File: config.mk
export PLATFORM = sky130hd
export DESIGN_NAME = exAlu
export DESIGN_NICKNAME = d
export VERILOG_FILES = /design/src/aluPkg.sv /design/src/exAlu.sv /design/src/aluOutputStage.sv /design/src/resultSelect.sv /design/src/compareUnit.sv /design/src/carrySelectAdder.sv
export SDC_FILE = /design/constraint.sdc
export NUM_CORES = 1
export LEC_CHECK = 0
export BUFFER_PORTS_ARGS = -buffer_cell sky130_fd_sc_hd__buf_4
export CAP_MARGIN = 20
export CORE_MARGIN = 2
export CORE_UTILIZATION = 44
export DETAILED_ROUTE_END_ITERATION = 7
export SYNTH_ARGS = -nofsm -noshare
export SYNTH_HDL_FRONTEND = slang
export SYNTH_HIERARCHICAL = 1
export SYNTH_SLANG_ARGS = --single-unit
export TNS_END_PERCENT = 1
File: constraint.sdc
create_clock -name clock -period 1.75 [get_ports clock]
set_input_delay 0.35 -clock clock [delete_from_list [all_inputs] [get_ports clock]]
set_output_delay 0.35 -clock clock [all_outputs]
set_load 0.02 [all_outputs]
File: src/aluPkg.sv
// ALU widths, operation code enum and register word type
package aluPkg;

	// full register width
	localparam int dataWidth = 64;

	// low word used when qword is clear
	localparam int halfWidth = 32;

	// default chunk of the carry-select adders
	localparam int chunkWidth = 16;

	// four-bit ALU operation codes
	typedef enum logic [3:0] {
		ADD   = 4'd0,
		SUB   = 4'd1,
		ADC   = 4'd2,
		SBB   = 4'd3,
		TST   = 4'd4,
		AND   = 4'd5,
		OR    = 4'd6,
		XOR   = 4'd7,
		CMPNE = 4'd8,
		CMPHS = 4'd9,
		CMPGE = 4'd10,
		// reserved, gives zero and keeps T
		NOR   = 4'd11,
		CMPEQ = 4'd12,
		CMPHI = 4'd13,
		CMPGT = 4'd14,
		CSELT = 4'd15
	} aluOp;

	// one register operand or result
	typedef logic [dataWidth-1:0] aluWord;

endpackage
File: src/exAlu.sv
// execute-unit ALU top level, adders, compare, result mux and output register
module exAlu #(
	parameter int chunkWidth = aluPkg::chunkWidth
) (
	input logic clock,
	input logic rstN,
	input logic inValid,
	output logic inReady,
	input aluPkg::aluWord rs,
	input aluPkg::aluWord rt,
	input aluPkg::aluOp op,
	input logic qword,
	input logic zeroExt,
	input logic tIn,
	output logic outValid,
	input logic outReady,
	output aluPkg::aluWord result,
	output logic tOut
);

	logic [aluPkg::dataWidth:0] addSum0, addSum1;
	logic [aluPkg::dataWidth:0] subSum0, subSum1;
	logic addLowCarry0, addLowCarry1;
	logic subLowCarry0, subLowCarry1;
	logic cond;
	aluPkg::aluWord nextResult;
	logic nextT;

	carrySelectAdder #(
		.dataWidth(aluPkg::dataWidth), .chunkWidth(chunkWidth), .invertB(1'b0)
	) addAdder (
		.a(rs), .b(rt), .sum0(addSum0), .sum1(addSum1),
		.lowCarry0(addLowCarry0), .lowCarry1(addLowCarry1)
	);

	// rs + ~rt, carry-in one gives rs - rt
	carrySelectAdder #(
		.dataWidth(aluPkg::dataWidth), .chunkWidth(chunkWidth), .invertB(1'b1)
	) subAdder (
		.a(rs), .b(rt), .sum0(subSum0), .sum1(subSum1),
		.lowCarry0(subLowCarry0), .lowCarry1(subLowCarry1)
	);

	compareUnit cmp (
		.rs(rs), .rt(rt), .subSum1(subSum1), .subLowCarry1(subLowCarry1),
		.op(op), .qword(qword), .cond(cond)
	);

	resultSelect sel (
		.rs(rs), .rt(rt),
		.addSum0(addSum0), .addSum1(addSum1), .subSum0(subSum0), .subSum1(subSum1),
		.addLowCarry0(addLowCarry0), .addLowCarry1(addLowCarry1),
		.subLowCarry0(subLowCarry0), .subLowCarry1(subLowCarry1),
		.op(op), .qword(qword), .zeroExt(zeroExt), .tIn(tIn), .cond(cond),
		.nextResult(nextResult), .nextT(nextT)
	);

	aluOutputStage outStage (
		.clock(clock), .rstN(rstN), .inValid(inValid), .outReady(outReady),
		.nextResult(nextResult), .nextT(nextT), .inReady(inReady),
		.outValid(outValid), .result(result), .tOut(tOut)
	);

endmodule

File: src/aluOutputStage.sv
// output register with valid/ready handshake
module aluOutputStage (
	input logic clock,
	input logic rstN,
	input logic inValid,
	input logic outReady,
	input aluPkg::aluWord nextResult,
	input logic nextT,
	output logic inReady,
	output logic outValid,
	output aluPkg::aluWord result,
	output logic tOut
);

	logic accept;

	// free slot, or the held result leaves this edge
	assign inReady = !outValid || outReady;
	assign accept = inValid && inReady;

	always_ff @(posedge clock or negedge rstN) begin
		if (!rstN) begin
			outValid <= 1'b0;
		end else if (inReady) begin
			outValid <= inValid;
		end
	end

	// payload only moves on accept, so it holds under back-pressure
	always_ff @(posedge clock) begin
		if (accept) begin
			result <= nextResult;
			tOut <= nextT;
		end
	end

endmodule

File: src/resultSelect.sv
// operation mux, logic ops, carry arithmetic, conditional select and extension
module resultSelect (
	input aluPkg::aluWord rs,
	input aluPkg::aluWord rt,
	input logic [aluPkg::dataWidth:0] addSum0,
	input logic [aluPkg::dataWidth:0] addSum1,
	input logic [aluPkg::dataWidth:0] subSum0,
	input logic [aluPkg::dataWidth:0] subSum1,
	input logic addLowCarry0,
	input logic addLowCarry1,
	input logic subLowCarry0,
	input logic subLowCarry1,
	input aluPkg::aluOp op,
	input logic qword,
	input logic zeroExt,
	input logic tIn,
	input logic cond,
	output aluPkg::aluWord nextResult,
	output logic nextT
);

	localparam int hw = aluPkg::halfWidth;
	localparam int dw = aluPkg::dataWidth;

	logic [dw:0] arithSum;
	logic arithLowCarry;
	logic arithCarry;
	aluPkg::aluWord value;

	// sum and low carry for the arithmetic ops
	always_comb begin
		case (op)
			aluPkg::SUB: begin
				arithSum = subSum1;
				arithLowCarry = subLowCarry1;
			end
			aluPkg::ADC: begin
				arithSum = tIn ? addSum1 : addSum0;
				arithLowCarry = tIn ? addLowCarry1 : addLowCarry0;
			end
			// borrow in means carry-in zero on rs + ~rt
			aluPkg::SBB: begin
				arithSum = tIn ? subSum0 : subSum1;
				arithLowCarry = tIn ? subLowCarry0 : subLowCarry1;
			end
			default: begin
				arithSum = addSum0;
				arithLowCarry = addLowCarry0;
			end
		endcase
	end

	assign arithCarry = qword ? arithSum[dw] : arithLowCarry;

	always_comb begin
		case (op)
			aluPkg::ADD,
			aluPkg::SUB,
			aluPkg::ADC,
			aluPkg::SBB:   value = arithSum[dw-1:0];
			aluPkg::AND:   value = rs & rt;
			aluPkg::OR:    value = rs | rt;
			aluPkg::XOR:   value = rs ^ rt;
			aluPkg::CSELT: value = tIn ? rs : rt;
			// TST, compares and reserved NOR
			default:       value = '0;
		endcase
	end

	always_comb begin
		case (op)
			aluPkg::ADC: nextT = arithCarry;
			aluPkg::SBB: nextT = !arithCarry;
			aluPkg::TST,
			aluPkg::CMPNE,
			aluPkg::CMPHS,
			aluPkg::CMPGE,
			aluPkg::CMPEQ,
			aluPkg::CMPHI,
			aluPkg::CMPGT: nextT = cond;
			default:     nextT = tIn;
		endcase
	end

	// 32-bit results get zero or sign extended
	always_comb begin
		if (qword) begin
			nextResult = value;
		end else if (zeroExt) begin
			nextResult = {{(dw-hw){1'b0}}, value[hw-1:0]};
		end else begin
			nextResult = {{(dw-hw){value[hw-1]}}, value[hw-1:0]};
		end
	end

endmodule

File: src/compareUnit.sv
// Z, C, S and V flags, test-zero and compare condition select
module compareUnit (
	input aluPkg::aluWord rs,
	input aluPkg::aluWord rt,
	input logic [aluPkg::dataWidth:0] subSum1,
	input logic subLowCarry1,
	input aluPkg::aluOp op,
	input logic qword,
	output logic cond
);

	localparam int hw = aluPkg::halfWidth;
	localparam int dw = aluPkg::dataWidth;

	logic zLow, zFull;
	logic cLow, cFull;
	logic sLow, sFull;
	logic vLow, vFull;
	logic tstLow, tstFull;

	logic zf, cf, sf, vf, tstZ;

	// flags of rs + ~rt + 1 over the low word
	assign zLow = subSum1[hw-1:0] == '0;
	assign cLow = subLowCarry1;
	assign sLow = subSum1[hw-1];
	assign vLow = (rs[hw-1] ^ rt[hw-1]) & (sLow ^ rs[hw-1]);

	// and over the whole quadword
	assign zFull = zLow && (subSum1[dw-1:hw] == '0);
	assign cFull = subSum1[dw];
	assign sFull = subSum1[dw-1];
	assign vFull = (rs[dw-1] ^ rt[dw-1]) & (sFull ^ rs[dw-1]);

	// no common set bit
	assign tstLow = (rs[hw-1:0] & rt[hw-1:0]) == '0;
	assign tstFull = tstLow && ((rs[dw-1:hw] & rt[dw-1:hw]) == '0);

	assign zf = qword ? zFull : zLow;
	assign cf = qword ? cFull : cLow;
	assign sf = qword ? sFull : sLow;
	assign vf = qword ? vFull : vLow;
	assign tstZ = qword ? tstFull : tstLow;

	always_comb begin
		case (op)
			aluPkg::TST:   cond = tstZ;
			aluPkg::CMPEQ: cond = zf;
			aluPkg::CMPNE: cond = !zf;
			// unsigned, no borrow
			aluPkg::CMPHS: cond = cf;
			aluPkg::CMPHI: cond = cf && !zf;
			// signed, S equals V means rs >= rt
			aluPkg::CMPGE: cond = sf == vf;
			aluPkg::CMPGT: cond = !zf && (sf == vf);
			default:       cond = 1'b0;
		endcase
	end

endmodule

File: src/carrySelectAdder.sv
// chunked carry-select adder with sums for whole-word carry-in 0 and 1
module carrySelectAdder #(
	parameter int dataWidth = 64,
	parameter int chunkWidth = 16,
	parameter bit invertB = 1'b0
) (
	input aluPkg::aluWord a,
	input aluPkg::aluWord b,
	output logic [dataWidth:0] sum0,
	output logic [dataWidth:0] sum1,
	output logic lowCarry0,
	output logic lowCarry1
);

	localparam int numChunks = dataWidth / chunkWidth;
	localparam int lowChunks = aluPkg::halfWidth / chunkWidth;

	logic [dataWidth-1:0] bEff;

	// per-chunk sums, one for each chunk carry-in
	logic [chunkWidth:0] part0 [numChunks];
	logic [chunkWidth:0] part1 [numChunks];

	// carry into each chunk, for whole-word carry-in 0 and 1
	logic [numChunks:0] carry0;
	logic [numChunks:0] carry1;

	// subtract instance adds the inverted operand
	assign bEff = invertB ? ~b : b;

	assign carry0[0] = 1'b0;
	assign carry1[0] = 1'b1;

	genvar i;
	generate
		for (i = 0; i < numChunks; i++) begin : chunk
			assign part0[i] = {1'b0, a[i*chunkWidth +: chunkWidth]}
				+ {1'b0, bEff[i*chunkWidth +: chunkWidth]};
			assign part1[i] = {1'b0, a[i*chunkWidth +: chunkWidth]}
				+ {1'b0, bEff[i*chunkWidth +: chunkWidth]} + 1'b1;

			// lower carry picks which precomputed chunk goes through
			assign carry0[i+1] = carry0[i] ? part1[i][chunkWidth] : part0[i][chunkWidth];
			assign carry1[i+1] = carry1[i] ? part1[i][chunkWidth] : part0[i][chunkWidth];

			assign sum0[i*chunkWidth +: chunkWidth] = carry0[i] ?
				part1[i][chunkWidth-1:0] : part0[i][chunkWidth-1:0];
			assign sum1[i*chunkWidth +: chunkWidth] = carry1[i] ?
				part1[i][chunkWidth-1:0] : part0[i][chunkWidth-1:0];
		end
	endgenerate

	assign sum0[dataWidth] = carry0[numChunks];
	assign sum1[dataWidth] = carry1[numChunks];

	// carry out of the low word, for 32-bit operations
	assign lowCarry0 = carry0[lowChunks];
	assign lowCarry1 = carry1[lowChunks];

endmodule

Yosys cells after proc, flatten, opt, wreduce, memory -nomap -nowiden
Cells that the tools add are included.
- register bits after elaboration: 66
- bits of input ports: 139
- output and inout port bits: 67
- $add $sub $neg: 16
- eq/ne operators: 15
- multiplexer cells: 42
- bitwise operators: 12
- reductions and logical operators: 16
- operator list (cell ; number):
    64-bit one-hot mux with 5 select lines ; 1
    65-bit one-hot mux with 3 select lines ; 1
    16-bit two-way mux ; 12
    64-bit two-way mux ; 3
    16-bit by 16-bit adder with 17-bit output ; 8
    17-bit by 1-bit adder with 17-bit output (second input constant) ; 8
    65-bit two-way mux ; 2
    32-bit logical NOT ; 4
    32-bit bitwise AND ; 2
    64-bit bitwise AND ; 1
    64-bit inverter ; 1
    64-bit OR ; 1
    64-bit bitwise XOR ; 1
    4-bit == test (second input constant) ; 7
    1-bit two-way mux ; 20
    4-bit by 3-bit == test with 1-bit output (second input constant) ; 4
    4-bit by 2-bit == test with 1-bit output (second input constant) ; 2
    1-bit one-hot mux with 7 select lines ; 1
    7-bit OR reduction ; 1
    1-bit one-hot mux with 3 select lines ; 2
    1-bit logical AND ; 5
    4-bit by 1-bit == test with 1-bit output (second input constant) ; 1
    4-bit logical NOT ; 1
    4-bit OR reduction ; 1
    5 further kinds ; 11

Logic depth before layout (Yosys ltp)
Gate-level depths: netlist of the first run.
- depth after elaboration: 13
- mapped depth: 27
- depth with buffers taken out: 25

By module
The synthesis of the first run kept the hierarchy.
- by module, submodules not included (module ; instances ; cells each ; area each (um2)):
    resultSelect ; 1 ; 910 ; 6512.5
    carrySelectAdder (subAdder) ; 1 ; 794 ; 5347.6
    carrySelectAdder (addAdder) ; 1 ; 718 ; 5117.4
    aluOutputStage ; 1 ; 69 ; 2005.7
    compareUnit ; 1 ; 80 ; 621.8

Least setup slack after synthesis of the first run
No wires, ideal clock.
- path kind: input -> register
- start: in rt[0]
- end: reg outStage.tOut (data pin)
- library setup time: 259 ps
- arrival: 5062 ps
- data required time: 1491 ps
- setup slack: -3571 ps
- stages on the path: 26
- path buffers: 1
- cell sequence: inv_1 ha_1 inv_1 fa_1 nor2b_1 o2111ai_1 nand3b_1 xor2_1 nand3_1 or2_1 nor4_4 mux2i_1 mux2_2 xor2_4 buf_6 nand2_1 xnor2_1 nor4_1 nand4_1 o21ai_1 nand2_1 o2111ai_1 o211ai_1 a21oi_1 a21oi_1 o31a_1
- longest elaborated chain between the ends: 13
- elaborated cells on any way between the ends: 49
- RTL lines (item ; line ; source):
    start: declaration ; exAlu.sv:10 ; input aluPkg::aluWord rt,
    64-bit inverter (*) ; carrySelectAdder.sv:29 ; assign bEff = invertB ? ~b : b;
    16-bit by 16-bit adder with 17-bit output (*) ; carrySelectAdder.sv:38 ; + {1'b0, bEff[i*chunkWidth +: chunkWidth]};
    net subSum0 (one bit) ; exAlu.sv:22 ; logic [aluPkg::dataWidth:0] subSum0, subSum1;
    17-bit by 1-bit adder with 17-bit output (*) ; carrySelectAdder.sv:40 ; + {1'b0, bEff[i*chunkWidth +: chunkWidth]} + 1'b1;
    1-bit two-way mux (*) (2 in a row) ; carrySelectAdder.sv:44 ; assign carry1[i+1] = carry1[i] ? part1[i][chunkWidth] : part0[i][chunkWidth];
    16-bit two-way mux (*) ; carrySelectAdder.sv:48 ; assign sum1[i*chunkWidth +: chunkWidth] = carry1[i] ?
    net subSum1 (one bit) ; exAlu.sv:22 ;
    32-bit logical NOT (*) ; compareUnit.sv:30 ; assign zFull = zLow && (subSum1[dw-1:hw] == '0);
    1-bit logical AND (*) ; compareUnit.sv:30 ;
    1-bit two-way mux (*) ; compareUnit.sv:39 ; assign zf = qword ? zFull : zLow;
    1-bit logical NOT ; compareUnit.sv:49, compareUnit.sv:52, compareUnit.sv:55 ;
    1-bit logical AND (on tied branches) ; compareUnit.sv:55, compareUnit.sv:52 ;
    1-bit one-hot mux with 7 select lines (*) ; compareUnit.sv:46 ; case (op)
    net cond ; exAlu.sv:25 ; logic cond;
    1-bit one-hot mux with 3 select lines (*) ; resultSelect.sv:71 ; case (op)
    net nextT ; exAlu.sv:27 ; logic nextT;
    end signal: assignment ; aluOutputStage.sv:33 ; tOut <= nextT;
    end: declaration ; aluOutputStage.sv:12 ; output logic tOut
Mark *: on every way through the listed nets, which the timed path passes. The rest lies on a longest branch.
A chain may end at the register's enable or synchronous reset.

Final worst setup path of the first run
- start: in rt[32]
- end: reg outStage.tOut (data pin)
- longest elaborated chain between the ends: 12
- elaborated cells on any way between the ends: 38
- RTL lines (item ; line):
    64-bit inverter (*) ; carrySelectAdder.sv:29
    16-bit by 16-bit adder with 17-bit output (*) ; carrySelectAdder.sv:38, carrySelectAdder.sv:40
    17-bit by 1-bit adder with 17-bit output ; carrySelectAdder.sv:40
    1-bit two-way mux (*) ; carrySelectAdder.sv:44
    16-bit two-way mux (*) ; carrySelectAdder.sv:48
    net subSum1 (one bit) ; exAlu.sv:22
    32-bit logical NOT (*) ; compareUnit.sv:30
    1-bit logical AND (*) ; compareUnit.sv:30
    1-bit two-way mux (*) ; compareUnit.sv:39
    1-bit logical NOT ; compareUnit.sv:49, compareUnit.sv:52, compareUnit.sv:55
    1-bit logical AND (on tied branches) ; compareUnit.sv:55, compareUnit.sv:52
    1-bit one-hot mux with 7 select lines (*) ; compareUnit.sv:46
    net cond ; exAlu.sv:25
    1-bit one-hot mux with 3 select lines (*) ; resultSelect.sv:71
    net nextT ; exAlu.sv:27
Marked as above.

==> impl_metrics.tcl, run 1 <==
set metrics [dict create \
    grt_use_total_pct 36.5 \
    arrival_ns 5.40 \
    synth_area_leaders "ha_1, edfxtp_1, xnor2_1" \
    die_x_um 215 \
    finalHoldViolCount 0 \
    path_delay_family "simple AND/OR/NAND/NOR gates" \
    num_rows 77 \
    endpoint_kind "flop" \
    place_area_sq_um 28700 \
    yosysMostFrequentCell "ha_1" \
    cpPeakStageDelay_ns 0.45 \
    ys_seq_elements 66 \
    p_clk_share_pct 12.6 \
    swShare_pct 44.3 \
    drv_cap 0 \
    clkLatencyLatePin_ns 0.40 \
    synth_cells 2571 \
    finalNetCount 4003 \
    cp_common_cell "buf_4" \
    power.switching_uw 6990 \
    synth-edff-count 65 \
    power.leakage_uw 0.0146 \
    grt_max_degree 44 \
    post_drt_wl_per_cell_um 20.7 \
    fin_crit_sh_pct 300 \
    cp_data_required_time_ns 1.90 \
    drtAntennaViolNets 0 \
    p_seq_share_pct 12.4 \
    comb_power_share_pct 75.0 \
    synthesis.nets 2984 \
    die_area_sq_um 46300 \
    clock-root-buffer "clkbuf_16" \
    worstMarginPinSlew_ns 0.720 \
    finalMaxSlewViolations 0 \
    final.setup.worst_slack_ns -3.50 \
    cp_slowest_cell "or3b_4" \
    die_y_um 215 \
    grt_pass1_wl_mm 132 \
    dr.pass1.iters 7 \
    cts_max_path_buffers 2 \
    finalSetupViolations 65 \
    antenna_found_initial 3 \
    start_util_pct 44.4 \
    clk_pin_slew_ns 0.07 \
    yosys_warnings 6 \
    vdd_drop_max_v 0.000413 \
    area_growth_pct 52.5 \
    total_power_uw 15800 \
    clock_skew_ns 0.00964 \
    gp_congestion 0.984 \
    critical_path_class "in -> reg" \
    ys_seq_area_share_pct 10.1 \
    grt_pass1_vias 24100 \
    cp_max_fo 5 \
    rsz0062_at_grt "true" \
    num_vias 24100 \
    p_int_uw 8790 \
    fmax_mhz 191 \
    numCtsBuffers 9 \
    synthTopCellsByCount "ha_1, inv_1, xnor2_1" \
    synthArstFlopShare_pct 1.52 \
    antenna_cells 0 \
    violations "setup timing" \
    cp_num_buf_inv 6 \
    core_sq_um 44100 \
    finalSetupTns_ns -136.75 \
    syn-cell-area_sq_um 19600 \
    finalCriticalPeriod_ns 5.25 \
    slew_headroom_pct 51.9 \
    io-pin-count 206 \
    holdCritPathClass "in -> reg" \
    cts_tree "done" \
    drc 0 \
    synth_top_area_share_pct 17.0 \
    drive_gt1_share_pct 37.3 \
    drt_iter0_drc 1788 \
    vias_per_cell 5.75 \
    ys.flop_type "edfxtp_1" \
    post-dp-hpwl_mm 70.8 \
    overflow 0 \
    io_buffers 205 \
    final_area_sq_um 29900 \
    cp-start-kind "input port" \
    power-per-cell-area_nw_per_um2 528 \
    cts_htree_levels 3 \
    yosysTopAreaCell "ha_1" \
    cts_sinks 66 \
    holdWs_ns 0.150 \
    avgSynthCellArea_sq_um 7.63 \
    outcome "finished, violations left" \
    ys_types 103 \
    wirelength_mm 86.5 \
    final_util_pct 67.8 \
]
## cell usage in the layout (no fill, tap or decap), drive strengths merged, types with 10 or more instances in the layout
| master | instances |
|---|---|
| buf | 1110 |
| ha | 266 |
| inv | 249 |
| xnor2 | 226 |
| nand2 | 221 |
| nor2 | 192 |
| a21oi | 143 |
| mux2i | 135 |
| o21ai | 91 |
| xor2 | 86 |
| nand3 | 83 |
| o22ai | 73 |
| a22o | 67 |
| edfxtp | 65 |
| a22oi | 49 |
| nor3 | 46 |
| a21o | 38 |
| nand4 | 31 |
| nor4 | 30 |
| and3 | 29 |
| nand2b | 23 |
| a31oi | 22 |
| a211oi | 22 |
| nor2b | 19 |
| o2111ai | 19 |
| o21a | 18 |
| and2 | 18 |
| a2111oi | 18 |
| o211ai | 13 |
| a221oi | 13 |
| o22a | 12 |
| nor3b | 12 |
| or2 | 11 |
| o21bai | 10 |
## area by class of cell
class,instances,area [sq um]
multi-input combinational,2151,17300
fill,3820,14200
timing repair buffer,1111,8660
sequential,66,1980
inverter,251,963
tap,592,741
clock buffer,9,225
clock inverter,7,60.1
## per-stage QoR
step	setup slack [ns]	cells
2_1_floorplan	-3.27	2571
3_3_place_gp	-4.12	4153
3_5_place_dp	-4.21	4153
4_1_cts	-3.40	4179
5_1_grt	-3.76	4187
6_report	-3.50	4187
## state kept, by name, summed over array words and instances (netlist names)
signal / cells
outStage/result: 64
outStage/outValid: 1
outStage/tOut: 1
## power groups by stage
stage | registers, uW | clock network [uW] | logic [uW]
after floorplan | 2150 | 0 | 5390
after global placement | 1990 | 0 | 10900
after detailed placement | 1990 | 0 | 11100
after CTS | 1960 | 2020 | 11400
after global routing | 1970 | 2050 | 12600
final | 1960 | 1990 | 11800
## worst paths after layout
kind                                          startpoint                       endpoint  slack, ns  cells past startpoint
max                                               rt[32]        outStage/tOut$_DFFE_PP_      -3.50                     29
max in group asynchronous                           rstN  outStage/outValid$_DFFE_PN0P_       1.40                      2
min in group asynchronous                           rstN  outStage/outValid$_DFFE_PN0P_       0.27                      2
min                                              inValid  outStage/outValid$_DFFE_PN0P_       0.15                      2
max reg2reg                outStage/outValid$_DFFE_PN0P_  outStage/result[14]$_DFFE_PP_       0.41                      3
min reg2reg                outStage/outValid$_DFFE_PN0P_  outStage/outValid$_DFFE_PN0P_       0.56                      2
## cells by family (layout without fill, tap and decap cells)
logic type                 after synthesis  count (layout)  share of synthesized area (%)
AOI/OAI and AO/OA                      669             669                           24.1
DFF                                     66              66                           10.1
muxes                                  142             142                           7.29
buffers and inverters                  355            1378                           7.24
adders and majority gates              274             274                           17.8
and+or+nand+nor                        754             754                           19.2
xor gates and xnor gates               311             312                           14.3
## layer usage
metal  vias to the layer above  share of wire, %  track usage (%)
met5                         -             0.047                0
met4                         6               5.7             20.4
met3                       268               6.4             3.78
met2                      1027                47             62.6
met1                     11400                41             44.6
li1                      11400                 -                -
## repair_timing
action                                  in CTS  in global routing
endpoints found under the setup margin      65                 65
endpoints found under the hold margin        1                  0
pin swaps                                   34                 44
cloned                                       1                  0
hold buffers                                 1                  0
setup buffers                                9                  8
resized for setup                          106                 66
Note: power is estimated with default switching activity, not from simulation.
==> run 2: changes to the inputs <==
Clock period 1.75 ns to 6.11 ns, I/O delays scaled along.
==> run 2 against run 1 <==
  * The run still ends with setup timing left
  * Hold slack better by 0.40 ns
  * Wire length shrank 6.6%
  * Combinational power is 76% lower
  * Critical path type unchanged
  * Highest routed layer unchanged
==> impl_metrics.tcl, run 2 (synthesis gave the netlist of run 1 again) <==
set metrics [dict create \
    regMostFlops "outStage/result" \
    clock_skew_ns 0.00790 \
    fillCellCount 4195 \
    clock-root-buffer "clkbuf_16" \
    drc 0 \
    wirelength_mm 80.8 \
    final_util_pct 58.2 \
    post-dp-hpwl_mm 62.4 \
    violations "setup timing" \
    io-pin-count 206 \
    arrival_ns 6.41 \
    cp_data_required_time_ns 6.26 \
    antenna_cells 0 \
    power-per-cell-area_nw_per_um2 153 \
    vdd_drop_max_v 0.000146 \
    outcome "finished, violations left" \
    cp_common_cell "a21oi_1" \
    worstMarginPinSlew_ns 1.05 \
    grt_use_total_pct 34.1 \
    finalSetupViolations 1 \
    cts_sinks 66 \
    top_regs "outStage/result: 64 flops, outStage/outValid: 1 flops, outStage/tOut: 1 flops" \
    cp_max_fo 5 \
    cts_hold_buf 0 \
    fin_cells 3761 \
    finalNetCount 3577 \
    drv_cap 0 \
    fmax_mhz 160 \
    finalCriticalPeriod_ns 6.25 \
    overflow 0 \
    slew_headroom_pct 30.2 \
    area_growth_pct 31.1 \
    rsz0062_at_grt "true" \
    vias_per_cell 5.91 \
    cp_slowest_cell "mux2_4" \
    holdCritPathClass "reg -> reg" \
    cpPeakStageDelay_ns 0.39 \
    post_drt_wl_per_cell_um 21.5 \
    gp_congestion 0.961 \
    drive_gt1_share_pct 25.7 \
    die_y_um 215 \
    clk_pin_slew_ns 0.07 \
    numCtsBuffers 9 \
    die_x_um 215 \
    cts_htree_levels 3 \
    dr.pass1.iters 6 \
    final_cell_mix "buf_4, ha_1, inv_1" \
    seq_area_sq_um 1980 \
    core_sq_um 44100 \
    grt_max_degree 66 \
    start_util_pct 44.4 \
    clkLatencyLatePin_ns 0.39 \
    finalMaxSlewViolations 0 \
    drtAntennaViolNets 0 \
    cts_tree "done" \
    num_vias 22200 \
    worst_hold_path.num_cells 2 \
    finalHoldViolCount 0 \
    drt_iter0_drc 1937 \
    die_area_sq_um 46300 \
    final.setup.worst_slack_ns -0.143 \
    critical_path_class "in -> reg" \
    io_buffers 205 \
    grt_pass1_vias 21900 \
    worstRegToRegCells 2 \
    endpoint_kind "flop" \
    dp_cells 3724 \
    largest_reg_flops 64 \
    cts_max_path_buffers 2 \
    cp-start-kind "input port" \
    fin_crit_sh_pct 102 \
    multi_input_area_sq_um 16600 \
    power.leakage_uw 0.0122 \
    layout_commonest_cell "buf_4" \
    num_rows 77 \
    antenna_found_initial 3 \
    grt_pass1_wl_mm 123 \
]
run 2: stage by stage:
step                      instance area [sq um]  TNS [ns]  setup WS [ns]  power (uW)  hold slack, ns
after floorplan                           19600         0         0.0155        2130           0.693
after global placement                    24900     -2.42         -0.753        3270           0.525
after detailed placement                  24900     -2.73         -0.825        3300           0.538
after CTS                                 25400         0        0.00236        3860           0.553
after global routing                      25700    -0.345         -0.345        4170           0.580
final                                     25700    -0.143         -0.143        3940           0.546
run 2: area by class of cell:
| class | count | share of cell area (%) |
|---|---|---|
| sequential | 66 | 7.69 |
| tap | 592 | 2.88 |
| inverter | 251 | 3.68 |
| timing repair buffer | 685 | 20.1 |
| clock buffer | 12 | 0.920 |
| clock inverter | 4 | 0.0730 |
| multi-input combinational | 2151 | 64.6 |
run 2: worst max-delay path: cells and delay by family:
| family | cells | cell delay [ns] |
|---|---|---|
| simple gates | 8 | 1.54 |
| compound gates | 8 | 1.32 |
| mux | 2 | 0.73 |
| buf+inv | 5 | 0.55 |
| xor+xnor | 3 | 0.54 |
| fa+ha+maj | 2 | 0.51 |
run 2: where the power goes:
group	switching, uW	leakage [uW]	total, uW	internal (uW)
clock	244	0.000128	515	271
combinational	1570	0.0114	2860	1290
sequential	11.7	0.000654	561	550
total	1830	0.0122	3940	2110
run 2: path summary, 6_finish.rpt:
kind / from / to / slack [ns]
setup / recovery: rt[0] / outStage/tOut$_DFFE_PP_ / -0.14
hold / removal: outStage/outValid$_DFFE_PN0P_ / outStage/outValid$_DFFE_PN0P_ / 0.55
setup reg to reg: outStage/outValid$_DFFE_PN0P_ / outStage/result[36]$_DFFE_PP_ / 4.36
hold reg to reg: outStage/outValid$_DFFE_PN0P_ / outStage/outValid$_DFFE_PN0P_ / 0.55
max in group asynchronous: rstN / outStage/outValid$_DFFE_PN0P_ / 5.45
min in group asynchronous: rstN / outStage/outValid$_DFFE_PN0P_ / 0.59
run 2: repair_timing:
action                                  CTS  global route
endpoints found under the setup margin    2             6
gates resized for setup                  27            46
pin swaps                                16            34
setup buffers                             7            13
gates cloned                              1             0
run 2: metal layers:
| layer | vias up | track usage (%) | part of all wire (%) |
|---|---|---|---|
| li1 | 10500 | - | - |
| met4 | 6 | 20.3 | 6.4 |
| met1 | 10500 | 42.6 | 41 |
| met5 | - | 0 | 0.045 |
| met2 | 948 | 56.1 | 45 |
| met3 | 252 | 4.54 | 7.1 |
